`src/include/icache_cfg.svh`:
```
`ifndef ICACHE_CFG_SVH
`define ICACHE_CFG_SVH

// Cache geometry
`define ICACHE_NUM_SETS    8
`define ICACHE_NUM_WAYS    4
`define ICACHE_BLOCK_WORDS 4

// Bus widths
`define ICACHE_ADDR_W 32
`define ICACHE_WORD_W 32

// Address fields, derived from the geometry
`define ICACHE_BYTE_W     ($clog2(`ICACHE_WORD_W / 8))
`define ICACHE_WORD_IDX_W ($clog2(`ICACHE_BLOCK_WORDS))
`define ICACHE_SET_W      ($clog2(`ICACHE_NUM_SETS))
`define ICACHE_WAY_W      ($clog2(`ICACHE_NUM_WAYS))
`define ICACHE_OFFS_W     (`ICACHE_BYTE_W + `ICACHE_WORD_IDX_W)
`define ICACHE_TAG_W      (`ICACHE_ADDR_W - `ICACHE_SET_W - `ICACHE_OFFS_W)

`endif
```
`src/design/icache_pkg.sv`:
```
`default_nettype none
`include "icache_cfg.svh"

package icache_pkg;

    // Fields of a fetch address, tag | set | word | byte
    typedef logic [`ICACHE_TAG_W-1:0]      tag_t;
    typedef logic [`ICACHE_SET_W-1:0]      set_idx_t;
    typedef logic [`ICACHE_WAY_W-1:0]      way_t;
    typedef logic [`ICACHE_WORD_IDX_W-1:0] word_idx_t;

    typedef logic [`ICACHE_WORD_W-1:0]       word_t;
    typedef word_t [`ICACHE_BLOCK_WORDS-1:0] line_t;

    typedef struct packed {
        logic valid;
        tag_t tag;
    } tag_entry_t;

    // One RAM word holds a whole set
    typedef tag_entry_t [`ICACHE_NUM_WAYS-1:0] tag_set_t;
    typedef line_t [`ICACHE_NUM_WAYS-1:0]      data_set_t;

    typedef enum logic [2:0] {
        IDLE, LOOKUP, MISS, FILL, RESPOND, FLUSH
    } ctrl_state_t;

    typedef enum logic [2:0] {
        R_IDLE, R_REQ, R_REL, R_LAST, R_ACK
    } refill_state_t;

endpackage

`default_nettype wire

```
`src/design/refill_if.sv`:
```
`timescale 1ns/100ps
`default_nettype none
`include "icache_cfg.svh"

// Line request from the controller to the refill engine.
// Four-phase: line_addr held while req is high, line valid while ack is high.
interface refill_if;

    logic                      req;
    logic [`ICACHE_ADDR_W-1:0] line_addr;  // Byte address, line aligned
    logic                      ack;
    icache_pkg::line_t         line;

    modport ctrl (
        output req,
        output line_addr,
        input  ack,
        input  line
    );

    modport refill (
        input  req,
        input  line_addr,
        output ack,
        output line
    );

endinterface

`default_nettype wire

```
`src/design/icache_ctrl.sv`:
```
`timescale 1ns/100ps
`default_nettype none
`include "icache_cfg.svh"

module icache_ctrl (
    input  logic                      Clk,
    input  logic                      rst_n,
    input  logic                      flush,
    input  logic                      fetch_req,
    input  logic [`ICACHE_ADDR_W-1:0] fetch_addr,
    output logic                      fetch_ack,
    output icache_pkg::word_t         fetch_data,
    output icache_pkg::set_idx_t      tag_addr,
    output logic                      tag_we,
    output icache_pkg::tag_set_t      tag_wdata,
    input  icache_pkg::tag_set_t      tag_rdata,
    output icache_pkg::set_idx_t      data_addr,
    output logic                      data_we,
    output icache_pkg::data_set_t     data_wdata,
    input  icache_pkg::data_set_t     data_rdata,
    refill_if.ctrl                    rf
);

    icache_pkg::ctrl_state_t   state;
    logic [`ICACHE_ADDR_W-1:0] addr_q;
    logic                      rd_done;     // RAM outputs belong to addr_q
    logic                      flush_pend;
    icache_pkg::set_idx_t      flush_idx;
    icache_pkg::way_t          rr_ptr [`ICACHE_NUM_SETS];
    icache_pkg::way_t          victim_q;
    logic                      evict_q;

    icache_pkg::tag_t          req_tag;
    icache_pkg::set_idx_t      req_set;
    icache_pkg::word_idx_t     req_word;
    logic                      hit;
    icache_pkg::way_t          hit_way;
    logic                      has_free;
    icache_pkg::way_t          free_way;

    assign req_tag  = addr_q[`ICACHE_ADDR_W-1 -: `ICACHE_TAG_W];
    assign req_set  = addr_q[`ICACHE_OFFS_W +: `ICACHE_SET_W];
    assign req_word = addr_q[`ICACHE_BYTE_W +: `ICACHE_WORD_IDX_W];

    assign rf.line_addr = {addr_q[`ICACHE_ADDR_W-1:`ICACHE_OFFS_W], {(`ICACHE_OFFS_W){1'b0}}};

    // Flush walks the tag RAM, otherwise both RAMs follow the latched set
    assign tag_addr  = (state == icache_pkg::FLUSH) ? flush_idx : req_set;
    assign data_addr = req_set;
    assign tag_we    = (state == icache_pkg::FILL) || (state == icache_pkg::FLUSH);
    assign data_we   = (state == icache_pkg::FILL);

    // Tag compare over all ways; lowest way wins
    always_comb begin
        hit      = 1'b0;
        hit_way  = '0;
        has_free = 1'b0;
        free_way = '0;
        for (int w = `ICACHE_NUM_WAYS - 1; w >= 0; w--) begin
            if (tag_rdata[w].valid && tag_rdata[w].tag == req_tag) begin
                hit     = 1'b1;
                hit_way = icache_pkg::way_t'(w);
            end
            if (!tag_rdata[w].valid) begin
                has_free = 1'b1;
                free_way = icache_pkg::way_t'(w);
            end
        end
    end

    // Read-modify-write of the set, only the victim way changes
    always_comb begin
        tag_wdata  = tag_rdata;
        data_wdata = data_rdata;
        if (state == icache_pkg::FLUSH) begin
            tag_wdata = '0;
        end else begin
            tag_wdata[victim_q].valid = 1'b1;
            tag_wdata[victim_q].tag   = req_tag;
            data_wdata[victim_q]      = rf.line;  // Valid while rf.ack is high
        end
    end

    always_ff @(posedge Clk) begin
        if (!rst_n) begin
            state      <= icache_pkg::IDLE;
            fetch_ack  <= 1'b0;
            rf.req     <= 1'b0;
            rd_done    <= 1'b0;
            flush_pend <= 1'b1;  // Invalidate everything after reset
            flush_idx  <= '0;
            for (int s = 0; s < `ICACHE_NUM_SETS; s++) begin
                rr_ptr[s] <= '0;
            end
        end else begin
            case (state)
                icache_pkg::IDLE: begin
                    if (flush_pend) begin
                        flush_pend <= 1'b0;
                        flush_idx  <= '0;
                        state      <= icache_pkg::FLUSH;
                    end else if (fetch_req) begin
                        rd_done <= 1'b0;
                        state   <= icache_pkg::LOOKUP;
                    end
                end
                icache_pkg::LOOKUP: begin
                    if (!rd_done) begin
                        rd_done <= 1'b1;  // RAM read cycle
                    end else if (hit) begin
                        fetch_ack <= 1'b1;
                        state     <= icache_pkg::RESPOND;
                    end else begin
                        rf.req <= 1'b1;
                        state  <= icache_pkg::MISS;
                    end
                end
                icache_pkg::MISS: begin
                    if (rf.ack) begin
                        rf.req <= 1'b0;
                        state  <= icache_pkg::FILL;
                    end
                end
                icache_pkg::FILL: begin
                    fetch_ack <= 1'b1;
                    state     <= icache_pkg::RESPOND;
                    if (evict_q) begin
                        rr_ptr[req_set] <= rr_ptr[req_set] + 1'b1;
                    end
                end
                icache_pkg::RESPOND: begin
                    if (!fetch_req) begin
                        fetch_ack <= 1'b0;
                        state     <= icache_pkg::IDLE;
                    end
                end
                icache_pkg::FLUSH: begin
                    flush_idx <= flush_idx + 1'b1;
                    if (flush_idx == icache_pkg::set_idx_t'(`ICACHE_NUM_SETS - 1)) begin
                        state <= icache_pkg::IDLE;
                    end
                end
                default: state <= icache_pkg::IDLE;
            endcase
            // Any flush waits for the next IDLE
            if (flush) begin
                flush_pend <= 1'b1;
            end
        end
    end

    // Request address, response word and victim choice
    always_ff @(posedge Clk) begin
        if (state == icache_pkg::IDLE && fetch_req) begin
            addr_q <= fetch_addr;
        end
        if (state == icache_pkg::LOOKUP && rd_done) begin
            fetch_data <= data_rdata[hit_way][req_word];
            victim_q   <= has_free ? free_way : rr_ptr[req_set];
            evict_q    <= !has_free;
        end
        if (state == icache_pkg::FILL) begin
            fetch_data <= rf.line[req_word];  // Word straight from the refill line
        end
    end

endmodule

`default_nettype wire

```
`src/flat_wrapper.sv`:
```
// flat-port wrapper written by rule: the top's interface ports become plain ports
module icache_ctrl_flat 
  (Clk, rst_n, flush, fetch_req, fetch_addr, fetch_ack, fetch_data, tag_addr, tag_we, tag_wdata, tag_rdata, data_addr, data_we, data_wdata, data_rdata, rf_req, rf_line_addr, rf_ack, rf_line);
  refill_if rf_i ();
  input  logic Clk;
  input  logic rst_n;
  input  logic flush;
  input  logic fetch_req;
  input  logic [`ICACHE_ADDR_W-1:0] fetch_addr;
  output logic fetch_ack;
  output icache_pkg::word_t fetch_data;
  output icache_pkg::set_idx_t tag_addr;
  output logic tag_we;
  output icache_pkg::tag_set_t tag_wdata;
  input  icache_pkg::tag_set_t tag_rdata;
  output icache_pkg::set_idx_t data_addr;
  output logic data_we;
  output icache_pkg::data_set_t data_wdata;
  input  icache_pkg::data_set_t data_rdata;
  output wire logic [$bits(rf_i.req)-1:0] rf_req;
  output wire logic [$bits(rf_i.line_addr)-1:0] rf_line_addr;
  input wire logic [$bits(rf_i.ack)-1:0] rf_ack;
  input wire logic [$bits(rf_i.line)-1:0] rf_line;
  assign rf_req = rf_i.req;
  assign rf_line_addr = rf_i.line_addr;
  assign rf_i.ack = rf_ack;
  assign rf_i.line = rf_line;
  icache_ctrl u_core (.Clk(Clk), .rst_n(rst_n), .flush(flush), .fetch_req(fetch_req), .fetch_addr(fetch_addr), .fetch_ack(fetch_ack), .fetch_data(fetch_data), .tag_addr(tag_addr), .tag_we(tag_we), .tag_wdata(tag_wdata), .tag_rdata(tag_rdata), .data_addr(data_addr), .data_we(data_we), .data_wdata(data_wdata), .data_rdata(data_rdata), .rf(rf_i));
endmodule
```
`config.mk`:
```
export PLATFORM = sky130hd
export DESIGN_NAME = icache_ctrl_flat
export DESIGN_NICKNAME = d
export VERILOG_FILES = /design/src/design/icache_pkg.sv /design/src/design/refill_if.sv /design/src/design/icache_ctrl.sv /design/src/flat_wrapper.sv
export VERILOG_INCLUDE_DIRS = /design/src /design/src/include
export SDC_FILE = /design/constraint.sdc
export NUM_CORES = 1
export LEC_CHECK = 0
export ABC_CLOCK_PERIOD_IN_PS = 4800
export BUFFER_PORTS_ARGS = -buffer_cell sky130_fd_sc_hd__buf_4
export CORE_AREA = 5 5 572 574
export CTS_CLUSTER_DIAMETER = 30
export DETAILED_ROUTE_END_ITERATION = 12
export DIE_AREA = 0 0 577 579
export PLACE_DENSITY_LB_ADDON = 0.05
export SYNTH_ARGS = -nofsm -noshare
export SYNTH_HDL_FRONTEND = slang
export SYNTH_SLANG_ARGS = --single-unit
```
`constraint.sdc`:
```
create_clock -name Clk -period 4.8 [get_ports Clk]
set_input_delay 0 -clock Clk [delete_from_list [all_inputs] [get_ports Clk]]
set_output_delay 0 -clock Clk [all_outputs]
set_load 0.05 [all_outputs]
```
== Word-level counts from Yosys, hierarchy flattened ==
Memories as Yosys holds them, arrays and structs flattened. A register that Yosys moved wholly into a read port is not among the register bits.
Cells that the tools add are included.
W data, S select, Z words.
Word-level totals
  bits in registers: 77
  bits in latches: 0
  memory bits (writable): 16
  memory bits (read-only): 0
  input port bits: 781
  output and inout port bits: 690
  logic and storage cells: 127
  memories kept: 1
Memories
  u_core.rr_ptr: words 8, width 2, read ports 1, clocked after memory_dff 1, write ports 8, RTL line icache_ctrl.sv:29  | icache_pkg::way_t rr_ptr [`ICACHE_NUM_SETS];
Operators by class
  add/subtract/negate cells: 2
  $mul: 0
  divide/modulo/power cells: 0
  order comparisons: 4
  eq/ne operators: 20
  shift-type cells: 0
  multiplexer cells: 67
  bitwise logic cells: 1
  reduce and logical (&&, ||, !) cells: 22
Operators with widths (count)
  $bwmux W512: 1
  $mux W512: 1
  $bmux W128 S2: 1
  $demux W128 S2: 1
  $mux W128: 2
  $bwmux W104: 2
  $bmux W32 S2: 2
  $mux W32: 4
  $demux W26 S2: 2
  $mux W104: 1
  $eq A25 B25 Y1: 4
  $mux W3: 11
  $mux W26: 1
  $mux W25: 1
  $mux W1: 22
  $mux W2: 10
  $pmux W3 S6: 1
  $ne A2 B2 Y1 const B: 6
  $eq A3 B3 Y1 const B: 3
  $lt A2 B3 Y1 const B: 3
  $reduce_and A4 Y1: 2
  $reduce_bool A2 Y1: 4
  $logic_and A1 B1 Y1: 7
  $eq A3 B2 Y1 const B: 2
  other kinds (18): 22

== Logic depth before layout (Yosys ltp) ==
Gate-level depths: netlist (run 1).
  depth after elaboration: 12
  gate-level depth with buffers: 13
  depth with buffers taken out: 9

== Worst setup path before layout (run 1) ==
Ideal clock, no wire load.
  kind: register to register
  start: register u_core.state[2]
  end: register with a tool-made name
  library setup time: 121 ps
  arrival time: 3451 ps
  setup slack: 1228 ps
  stages on the path, launching flop included: 6
  cell sequence: dfxtp_1 -> clkbuf_1 -> inv_1 -> nand2_1 -> nor3_1 -> mux2_2
RTL lines
  start, declared: RTL line icache_ctrl.sv:24  | icache_pkg::ctrl_state_t state;
  start signal, assigned: RTL line icache_ctrl.sv:86  | state <= icache_pkg::IDLE;
  start signal, assigned: RTL line icache_ctrl.sv:101  | state <= icache_pkg::FLUSH;
  start signal, assigned: RTL line icache_ctrl.sv:104  | state <= icache_pkg::LOOKUP;

== Worst setup path in the final report (run 1) ==
  start: register u_core.addr_q[18]
  end: register u_core.fetch_data[17], data pin
Between the ends
  cells in the longest elaborated chain, start to end: 12
RTL lines
  start, declared: RTL line icache_ctrl.sv:25  | logic [`ICACHE_ADDR_W-1:0] addr_q;
  start signal, assigned: RTL line icache_ctrl.sv:155  | addr_q <= fetch_addr;
  $eq A25 B25 Y1: RTL line icache_ctrl.sv:60  | if (tag_rdata[w].valid && tag_rdata[w].tag == req_tag) begin
  $logic_and A1 B1 Y1: RTL line icache_ctrl.sv:60
  $mux W2 (3 in a row): RTL line icache_ctrl.sv:60
  $mux W2 *: RTL line icache_ctrl.sv:60
  $bmux W128 S2 *: RTL line icache_ctrl.sv:158  | fetch_data <= data_rdata[hit_way][req_word];
  $mux W128 (not written as such) *: RTL line icache_ctrl.sv:158
  $bmux W32 S2 *: RTL line icache_ctrl.sv:158
  $mux W32 (not written as such) *: RTL line icache_ctrl.sv:158
  $mux W32 *: RTL line icache_ctrl.sv:157  | if (state == icache_pkg::LOOKUP && rd_done) begin
  $mux W32 *: RTL line icache_ctrl.sv:162  | if (state == icache_pkg::FILL) begin
  end signal, assigned: RTL line icache_ctrl.sv:158
  end signal, assigned: RTL line icache_ctrl.sv:163  | fetch_data <= rf.line[req_word];
  end, declared: RTL line icache_ctrl.sv:12  | output icache_pkg::word_t fetch_data,
Mark *: on every way between the ends. The rest lies on a longest branch, timed or not. The select of a mux whose other input is x is not followed.
A chain may end at the register's enable or synchronous reset.

==> impl_metrics.toml, run 1 <==
[grt]
grt.overflow.total = 0
grt_max_degree = 69
track_usage_pct = 16.62
grt_pass1_wl_um = 354200
antenna_found_initial = 132
grt_pass1_vias = 26630

[cts]
clk_pin_slew_ns = 0.12
cts_tree = "built"
cts_buffer_depth = 2
hold_buffers = 88
cts.sinks = 94
post-cts-setup-buffers = 0
clockRootBuffer = "clkbuf_16"
numCtsBuffers = 9
ctsHtreeMaxLevel = 3
clock_latency_ns = 0.48
cts_resized = 0

[setup_path]
cp-end-kind = "flop"
startpoint_type = "flop"
crit_start = "u_core.addr_q[18]"
cp_cell_sequence = "xnor2_1 -> nand4_1 -> nor4_1 -> nand4_1 -> buf_4 -> a21oi_4 -> buf_12 -> buf_12 -> mux2i_1 -> a21oi_1 -> or4_1"
max_stage_delay_ns = 0.63
cp_top_family = "simple AND/OR/NAND/NOR gates"
r2r-end = "u_core.fetch_data[17]"
reg2reg_depth = 11
reg2reg_from = "u_core.addr_q[18]"
path_class = "reg -> reg"
r2r_slack_ns = 0.33
cp_data_arrival_time_ns = 4.65
cp_slowest_cell = "or4_1"
critPathBufInv = 3
critical_path_peak_fanout = 17
worstPathRequired_ns = 4.98

[sta]
clock.fmax_ghz = 0.2239
tightestPinTransition_ns = 1.039
slew_headroom_pct = 30.75
clock_skew_ns = 0.04934
timing.final.hold_violations = 0
fin_crit_ns = 4.466
final_max_slew_viol_count = 0
rsz0062_at_grt = "no"
fin_crit_sh_pct = 93.04
setup_viol = 0
setup_tns_ns = 0

[placed_design]
dp_cells = 7720
dp_hpwl_um = 251600
finalWeightedCongestion = 0.8212
portBuffers = 1464

[routing]
route.detailed.drc = 0
wl_um = 292100
first_pass_iters = 5
wire_per_inst_um = 37.19
drtAntennaViolNets = 0
drtIter0Drc = 1394
vias = 24390
viasPerCell = 3.106

[synthesis]
synth_xor_area_share_pct = 5.035
avgSynthCellArea_um2 = 8.500
yosysSeqAreaShare_pct = 15.33
ys.flop_type = "edfxtp_1"
netlist_instances = 2067
ys_async_sr_fraction_pct = 0
synth_commonest_cells = "mux2_2, nand2_1, a21oi_1"
yosys_register_bits = 94
ys_types = 47
synth_top_area_share_pct = 33.01
synth_compound_area_share_pct = 18.37
synth-edff-count = 81
syn-cell-area_um2 = 17570
synth_largest_area_cell = "mux2_2"
synth_adder_area_share_pct = 0.1424
yosys-top-cells-area = "mux2_2, edfxtp_1, o22a_1, nand2_1, a21oi_1"
yosysMostFrequentCell = "mux2_2"
yosysWarnings = 0
synthMuxAreaShare_pct = 43.15
synth_top_family_by_area = "multiplexers"
synth-simple-area-share_pct = 11.23

[worst_hold_path]
holdPathStages = 4
hold_class = "in -> reg"
worstHoldEndpoint = "u_core.fetch_data[15]"
min_from = "data_rdata[207]"

[finish]
drive_gt1_share_pct = 62.05
syn_to_final_growth_pct = 101.8
instances_no_fill = 7854
finish.utilization_pct = 11.00
nets = 4277

[die]
initial_utilization_pct = 5.453
dieWidth_um = 577
die_area_um2 = 334100
ios = 1471
core_um2 = 322200
chipHeight_um = 579
rows = 209

[run]
cap_violations = 0

[outcome]
status = "finished clean"

[pwr]
leakagePower_uw = 0.01368
power_density_nw_per_um2 = 293.0
ir_worst_vdd_mv = 0.1887
power_uw = 10380
==> report_power, final <==
| part | total, µW | leakage, µW | switching, µW | internal (µW) |
|---|---|---|---|---|
| clock network | 1000 | 0.000144 | 625 | 376 |
| logic | 8060 | 0.0127 | 5620 | 2440 |
| registers | 1320 | 0.000874 | 239 | 1080 |
| total | 10400 | 0.0137 | 6480 | 3900 |
==> routing by layer <==
metal	share of wire [%]	vias to the layer above	wire, µm	global-route usage (%)
met4	1.6	76	4616	2.418
met2	51	1214	150200	30.77
met3	8.2	206	23860	5.889
met5	0.17	-	489	0
met1	39	12310	112900	18.53
li1	-	10580	-	-
==> how the worst max path moves through the flow <==
stage                                       end  slack (ns)  cells past startpoint
after floorplan                            flop        1.23                      5
after global placement     u_core.fetch_data[6]        0.16                     11
after detailed placement  u_core.fetch_data[17]        0.17                     11
after CTS                  u_core.fetch_data[2]        0.14                     11
after global routing       u_core.fetch_data[2]        0.07                     11
final                     u_core.fetch_data[17]        0.33                     11
==> logic make-up (layout without fill, tap and decap cells) <==
kind of cell,Yosys count,after routing
compound gates,515,515
xor+xnor,101,101
fa+ha+maj,2,2
buf+inv,256,1685
flops,94,94
mux,648,648
other cells,1,34
simple gates,450,450
==> worst reg2reg max path: stages (launching register included) <==
cell,delay [ns]
edfxtp_1,0.61
xnor2_1,0.55
nand4_1,0.28
nor4_1,0.35
nand4_1,0.30
buf_4,0.31
a21oi_4,0.16
buf_12,0.26
buf_12,0.30
mux2i_1,0.26
a21oi_1,0.17
or4_1,0.63
==> cell type report <==
cell class	instances	area, µm²
antenna	30	75.07
clock buffer	9	225.2
clock inverter	7	72.57
fill	37650	286700
inverter	5	21.27
multi-input combinational	1720	13860
sequential	94	2693
tap	4325	5411
timing repair buffer	1664	13090
==> sequential cells by signal, indices dropped and copies added, names as in the netlist, 2 cells and up, named ones only <==
| signal | cells |
|---|---|
| u_core.addr_q | 30 |
| u_core.rr_ptr | 16 |
| u_core.flush_idx | 3 |
| u_core.state | 3 |
| u_core.victim_q | 2 |
| u_core.fetch_data | 32 |
==> through the flow <==
stage	setup WS [ns]	hold slack [ns]	area [µm²]
after floorplan	1.228	0.09887	17580
after global placement	0.1589	0.1797	34190
after detailed placement	0.1679	0.1801	34190
after CTS	0.1354	0.0002612	35370
after global routing	0.07437	0.03231	35380
final	0.3342	0.07097	35450
==> cells in the final DEF, fill, tap and decap left out, types with 17 or more instances in the layout <==
master            n
buf_4          1546
mux2_2          515
nand2_1         272
a21oi_1         204
o21ai_0         132
o22a_1          128
mux2i_1          97
dlygate4sd3_1    88
edfxtp_1         81
nor2_1           71
xor2_1           58
xnor2_1          43
mux4_2           36
o221ai_1         32
or4_1            32
diode_2          30
buf_12           30
nor4_1           17
(Power assumes the default switching activity.)
==> run 2: changes to the inputs <==
- BUFFER_PORTS_ARGS: -buffer_cell sky130_fd_sc_hd__buf_4 -> default
- CORE_AREA: 5 5 572 574 -> 2 2 580 582
- DIE_AREA: 0 0 577 579 -> 0 0 582 584
- DONT_BUFFER_PORTS: default -> 1
==> run 2 against run 1 <==
Effect of this change:
- sequential power is 15% higher
- clock power hardly changed
- sequential cell count stayed put
- core utilization is 2.9 points lower
- worst setup slack worse by 0.085 ns
- worst hold slack worse by 0.0079 ns
- cell count is 14% lower
- final area is 24% lower
- global-route usage is 1.3 points lower
- via count is 14% lower
- critical endpoint is now u_core.fetch_data[26]
==> impl_metrics.toml, run 2 (synthesis gave the netlist of run 1 again) <==
[cts]
cts_tree = "built"
clock_latency_ns = 0.48
clk_pin_slew_ns = 0.13
clockRootBuffer = "clkbuf_16"
ctsHtreeMaxLevel = 3
cts_buffer_depth = 2
cts.sinks = 94
numCtsBuffers = 9

[routing]
vias = 21090
viasPerCell = 3.139
first_pass_iters = 5
wire_per_inst_um = 40.46
route.detailed.drc = 0
wl_um = 271800
drtIter0Drc = 1272
drtAntennaViolNets = 0

[placed_design]
place_area_um2 = 23850
dp_cells = 6375
finalWeightedCongestion = 0.8492
portBuffers = 0
dp_hpwl_um = 231700
dp_slack_ns = 0.1649

[finish]
top_register = "u_core.fetch_data"
largest_reg_flops = 32
finish.utilization_pct = 8.075
stdcell_area_um2 = 26880
instances_no_fill = 6718
nets = 3037
layout_commonest_cell = "mux2_2"
syn_to_final_growth_pct = 53.01
layout.cells.most_common_list = "mux2_2, nand2_1, dlygate4sd3_1"
drive_gt1_share_pct = 35.33
top_regs = "u_core.fetch_data (32), u_core.addr_q (30), u_core.rr_ptr (16)"

[grt]
grt.overflow.total = 0
track_usage_pct = 15.29
grt_max_degree = 89
antenna_found_initial = 134
grt_pass1_wl_um = 326100
grt_pass1_vias = 21800

[setup_path]
worstPathRequired_ns = 5.02
cp-end-kind = "flop"
r2r-end = "u_core.fetch_data[26]"
startpoint_type = "flop"
reg2reg_depth = 11
reg2reg_from = "u_core.addr_q[11]"
path_class = "reg -> reg"
r2r_slack_ns = 0.25
cp_data_arrival_time_ns = 4.77
critical_path_peak_fanout = 15

[die]
initial_utilization_pct = 5.278
rows = 212
chipHeight_um = 584
ios = 1471
dieWidth_um = 582
core_um2 = 332900
die_area_um2 = 339900

[outcome]
status = "finished clean"

[pwr]
ir_worst_vdd_mv = 0.2078
power_density_nw_per_um2 = 323.1
leakagePower_uw = 0.007598

[sta]
tightestPinTransition_ns = 1.326
final_max_slew_viol_count = 0
setup_tns_ns = 0
fin_ws_ns = 0.2494
fin_crit_sh_pct = 94.80
slew_headroom_pct = 11.85
clock_skew_ns = 0.05870
fin_crit_ns = 4.551
clock.fmax_ghz = 0.2198
rsz0062_at_grt = "no"
timing.final.hold_violations = 0
setup_viol = 0

[worst_hold_path]
holdPathStages = 3
worstHoldEndpoint = "u_core.fetch_data[25]"
min_from = "data_rdata[249]"
hold_class = "in -> reg"

[run]
cap_violations = 0
-- run 2: cell types whose count changed in the layout (fill, tap and decap cells not counted), moves of 3 or more --
cell,previous run,this run
buf_4,1546,138
inv_6,3,0
a21oi_2,0,35
diode_2,30,72
dlygate4sd3_1,88,255
a21oi_1,204,169
-- run 2: worst max-delay path by stage --
stage | slack (ns) | start | cells past startpoint | to
after floorplan | 1.23 | u_core.state[2] | 5 | flop
after global placement | 0.22 | u_core.addr_q[13] | 12 | u_core.fetch_data[27]
after detailed placement | 0.16 | u_core.addr_q[13] | 12 | u_core.fetch_data[26]
after CTS | 0.08 | u_core.addr_q[13] | 12 | u_core.fetch_data[3]
after global routing | 0.03 | u_core.addr_q[13] | 12 | u_core.fetch_data[3]
final | 0.25 | u_core.addr_q[11] | 11 | u_core.fetch_data[26]
-- run 2: area by class of cell --
class	count	area [µm²]
Fill cell	38950	306000
Multi-Input combinational cell	1720	14000
Tap cell	4387	5489
Timing Repair Buffer	424	4204
Sequential cell	94	2693
Clock buffer	9	225.2
Antenna cell	72	180.2
Clock inverter	7	73.82
Inverter	5	21.27
-- run 2: per-stage QoR --
step | total power (µW) | hold WS (ns)
6_report | 8684 | 0.06312
3_3_place_gp | 7675 | 0.09905
2_1_floorplan | 5582 | 0.09887
4_1_cts | 9025 | 0.001546
3_5_place_dp | 7648 | 0.09897
5_1_grt | 9088 | 0.02431
-- run 2: critical path, cell delays in order, from the launching register on --
cell and delay (ns):
edfxtp_1 0.67, xnor2_1 0.58, nand4_1 0.18, nor4_1 0.33
nand4_1 0.24, buf_4 0.28, a21oi_4 0.47, buf_12 0.25
buf_12 0.19, mux2i_1 0.47, a21oi_1 0.14, or4_1 0.45
-- run 2: per-layer routing --
layer | share of wire (%) | vias up | global-route usage [%] | wire length (µm)
met1 | 36 | 10780 | 15.99 | 97440
met3 | 10 | 413 | 6.724 | 28530
met5 | 0.13 | - | 0 | 350
met2 | 50 | 1671 | 27.53 | 135800
li1 | - | 8171 | - | -
met4 | 3.6 | 52 | 4.261 | 9703
-- run 2: timing repair --
| item | in CTS | in global routing |
|---|---|---|
| setup buffers | 0 | 0 |
| gates resized for setup | 0 | 0 |
| endpoints found under the hold margin | 93 | 0 |
| hold buffers | 255 | 0 |
-- run 2: where the power goes --
| group | internal, µW | switching (µW) |
|---|---|---|
| clock network | 374 | 641 |
| logic | 1440 | 4710 |
| registers | 1090 | 433 |
| total | 2900 | 5780 |
==> run 3: changes to the inputs <==
- ABC_AREA: default -> 1
- ABC_CLOCK_PERIOD_IN_PS: 4800 -> 5500
- CORE_AREA: 2 2 580 582 -> 2 2 578 580
- DIE_AREA: 0 0 582 584 -> 0 0 580 582
- clock period: 4.8 -> 5.5 ns (I/O delays scaled with it)
==> run 3 against run 2 <==
Effect of this change:
- the flow now finishes with violations (capacitance limit, slew limit)
- clock power is 12% lower
- final area is 7.1% higher
- cell count is 28% higher
- via count is 40% higher
- worst setup slack better by 0.30 ns
- non-clock buffer count is 84 lower
- core utilization is 0.60 points higher
- sequential cell count stayed put
- synthesized area is 19% higher
- maximum frequency is 8.1% lower
- die area is 0.68% lower
- synthesized cell count is 99% higher
==> impl_metrics.toml, run 3 <==
[outcome]
status = "finished, violations left"
violations = "capacitance limit, slew limit"

[cts]
clk_pin_slew_ns = 0.13
clockRootBuffer = "clkbuf_16"
numCtsBuffers = 9
cts_tree = "built"
clock_latency_ns = 0.50
cts_buffer_depth = 2
cts.sinks = 94
cts_resized = 0
ctsHtreeMaxLevel = 3
post-cts-setup-buffers = 0

[grt]
track_usage_pct = 16.73
grt-busiest-layer = "met2"
grt_pass1_wl_um = 363000
grt_max_degree = 109
grt.overflow.total = 0
grt_pass1_vias = 29560
grt_use_met1_pct = 19.27
antenna_found_initial = 91
met3_usage_pct = 4.360
grt_use_met2_pct = 30.40

[synthesis]
yosysSeqAreaShare_pct = 12.90
ys_types = 48
ys.flop_type = "edfxtp_1"
syn-cell-area_um2 = 20870
yosysMostFrequentCell = "nand2_1"
synth_largest_area_cell = "nand2_1"
synth_top_area_share_pct = 21.04
yosys-top-cells-area = "nand2_1, o21ai_0, nand3_1, edfxtp_1, inv_1"
avgSynthCellArea_um2 = 5.082
netlist_instances = 4107
yosys_register_bits = 94
synth_commonest_cells = "nand2_1, o21ai_0, nand3_1"
ys_async_sr_fraction_pct = 0
synth-edff-count = 81
yosysWarnings = 0

[finish]
layout_commonest_cell = "nand2_1"
top_regs = "u_core.fetch_data (32), u_core.addr_q (30), u_core.rr_ptr (16)"
layout.cells.most_common_list = "nand2_1, nand3_1, inv_1"
ff_latch_area_um2 = 2693
top_register = "u_core.fetch_data"
multi_input_area_um2 = 14550
syn_to_final_growth_pct = 37.95
fill_cells = 39560
largest_reg_flops = 32
nets = 4903
drive_gt1_share_pct = 10.06

[setup_path]
max_stage_delay_ns = 1.03
cp_slowest_cell = "edfxtp_1"
cp_common_cell = "nand2_1"
startpoint_type = "flop"
path_class = "reg -> reg"
cp_data_arrival_time_ns = 5.22
critical_path_peak_fanout = 38
worstPathRequired_ns = 5.76
cp-end-kind = "flop"
cp_cell_sequence = "inv_2 -> nand2_1 -> nand2_1 -> nor2_1 -> nand4_1 -> nor2_1 -> nand2_1 -> nand2_8 -> buf_12 -> buf_4 -> nand3b_1 -> nand3_1 -> nand3_1 -> nand3_1 -> nand2_1 -> nand2_1 -> nand2_1 -> dlygate4sd3_1"

[die]
die_area_um2 = 337600
chipHeight_um = 582
core_um2 = 331800
initial_utilization_pct = 6.290
dieWidth_um = 580
rows = 212
ios = 1471

[sta]
fin_crit_ns = 4.954
timing.final.hold_violations = 0
clock.fmax_ghz = 0.2019
fin_crit_sh_pct = 90.06
whs_ns = 0.006589
slew_headroom_pct = -1.582
final_max_slew_viol_count = 2
tightestPinTransition_ns = 1.508
setup_tns_ns = 0
clock_skew_ns = 0.04780
setup_viol = 0
rsz0062_at_grt = "no"

[routing]
viasPerCell = 3.442
drtIter0Drc = 2065
first_pass_iters = 5
wire_per_inst_um = 34.34
route.detailed.drc = 0
drtAntennaViolNets = 0
vias = 29490
wl_um = 294200

[placed_design]
dp_hpwl_um = 250700
portBuffers = 0
finalWeightedCongestion = 0.9223

[run]
cap_violations = 1

[worst_hold_path]
hold_class = "in -> reg"

[pwr]
power_density_nw_per_um2 = 328.6
power_uw = 9461
leakagePower_uw = 0.01276
ir_worst_vdd_mv = 0.1765
[run 3: changes by cell type after synthesis, moves of 53 or more]
cell | previous run | this run
o22a_1 | 128 | 0
xor2_1 | 58 | 5
inv_1 | 4 | 616
nand3b_1 | 1 | 128
nand3_1 | 5 | 634
nand2_1 | 278 | 1170
mux2i_1 | 97 | 1
o21ai_0 | 132 | 700
mux2_2 | 515 | 1
buf_2 | 29 | 95
[run 3: cell type report]
type,instances,share of cell area [%]
clock buffers,9,0.7821
flip-flops and latches,94,9.351
multi-input cells,3030,50.53
diodes,55,0.4780
inverters,645,8.447
well taps,4387,19.06
repair buffers,340,11.10
clock inverters,7,0.2477
[run 3: repair_timing]
| item | CTS | global route |
|---|---|---|
| setup endpoints to repair | 0 | 0 |
| endpoints found under the hold margin | 92 | 0 |
| hold buffers | 89 | 0 |
[run 3: per-stage QoR]
step,cell area (µm²),setup slack (ns),cells,util [%]
2_1_floorplan,20890,2.002,4110,-
3_3_place_gp,27460,0.6996,8406,8.276
3_5_place_dp,27470,0.7884,8407,8.278
4_1_cts,28660,0.4955,8512,8.636
5_1_grt,28730,0.3287,8540,8.657
6_report,28800,0.5465,8567,8.678
[run 3: cells by family after synthesis]
group,synth area share (%)
AND/OR/NAND/NOR,45.17
buffers and inverters,19.65
AO/OA/AOI/OAI,21.63
flip-flops,12.90
XOR/XNOR,0.4196
adder cells (fa/ha/maj),0.1199
multiplexers,0.1019
other,0.01797
[run 3: path summary, 6_finish.rpt]
kind,startpoint,endpoint,slack [ns],cells after the start
setup / recovery,u_core.addr_q[27],u_core.fetch_data[0],0.55,18
hold / removal,rf_line[57],u_core.fetch_data[25],0.007,4
setup reg to reg,u_core.addr_q[27],u_core.fetch_data[0],0.55,18
hold reg to reg,u_core.flush_idx[1],u_core.flush_idx[1],0.50,2
[run 3: critical path: cells and delay by family (launching register included)]
kind	cells	cell delay (ns)
buffers and inverters	4	1.40
and+or+nand+nor	14	2.15
DFF	1	1.03
[run 3: per-layer routing]
metal,vias up,part of all wire [%]
met2,1363,51
met5,-,0.081
li1,13400,-
met4,32,2.2
met3,230,6.8
met1,14470,40
[run 3: power by group]
part	leakage, µW	internal [µW]	switching [µW]
clock	0.000149	327	573
combinational	0.0117	1180	5920
sequential	0.000872	974	488
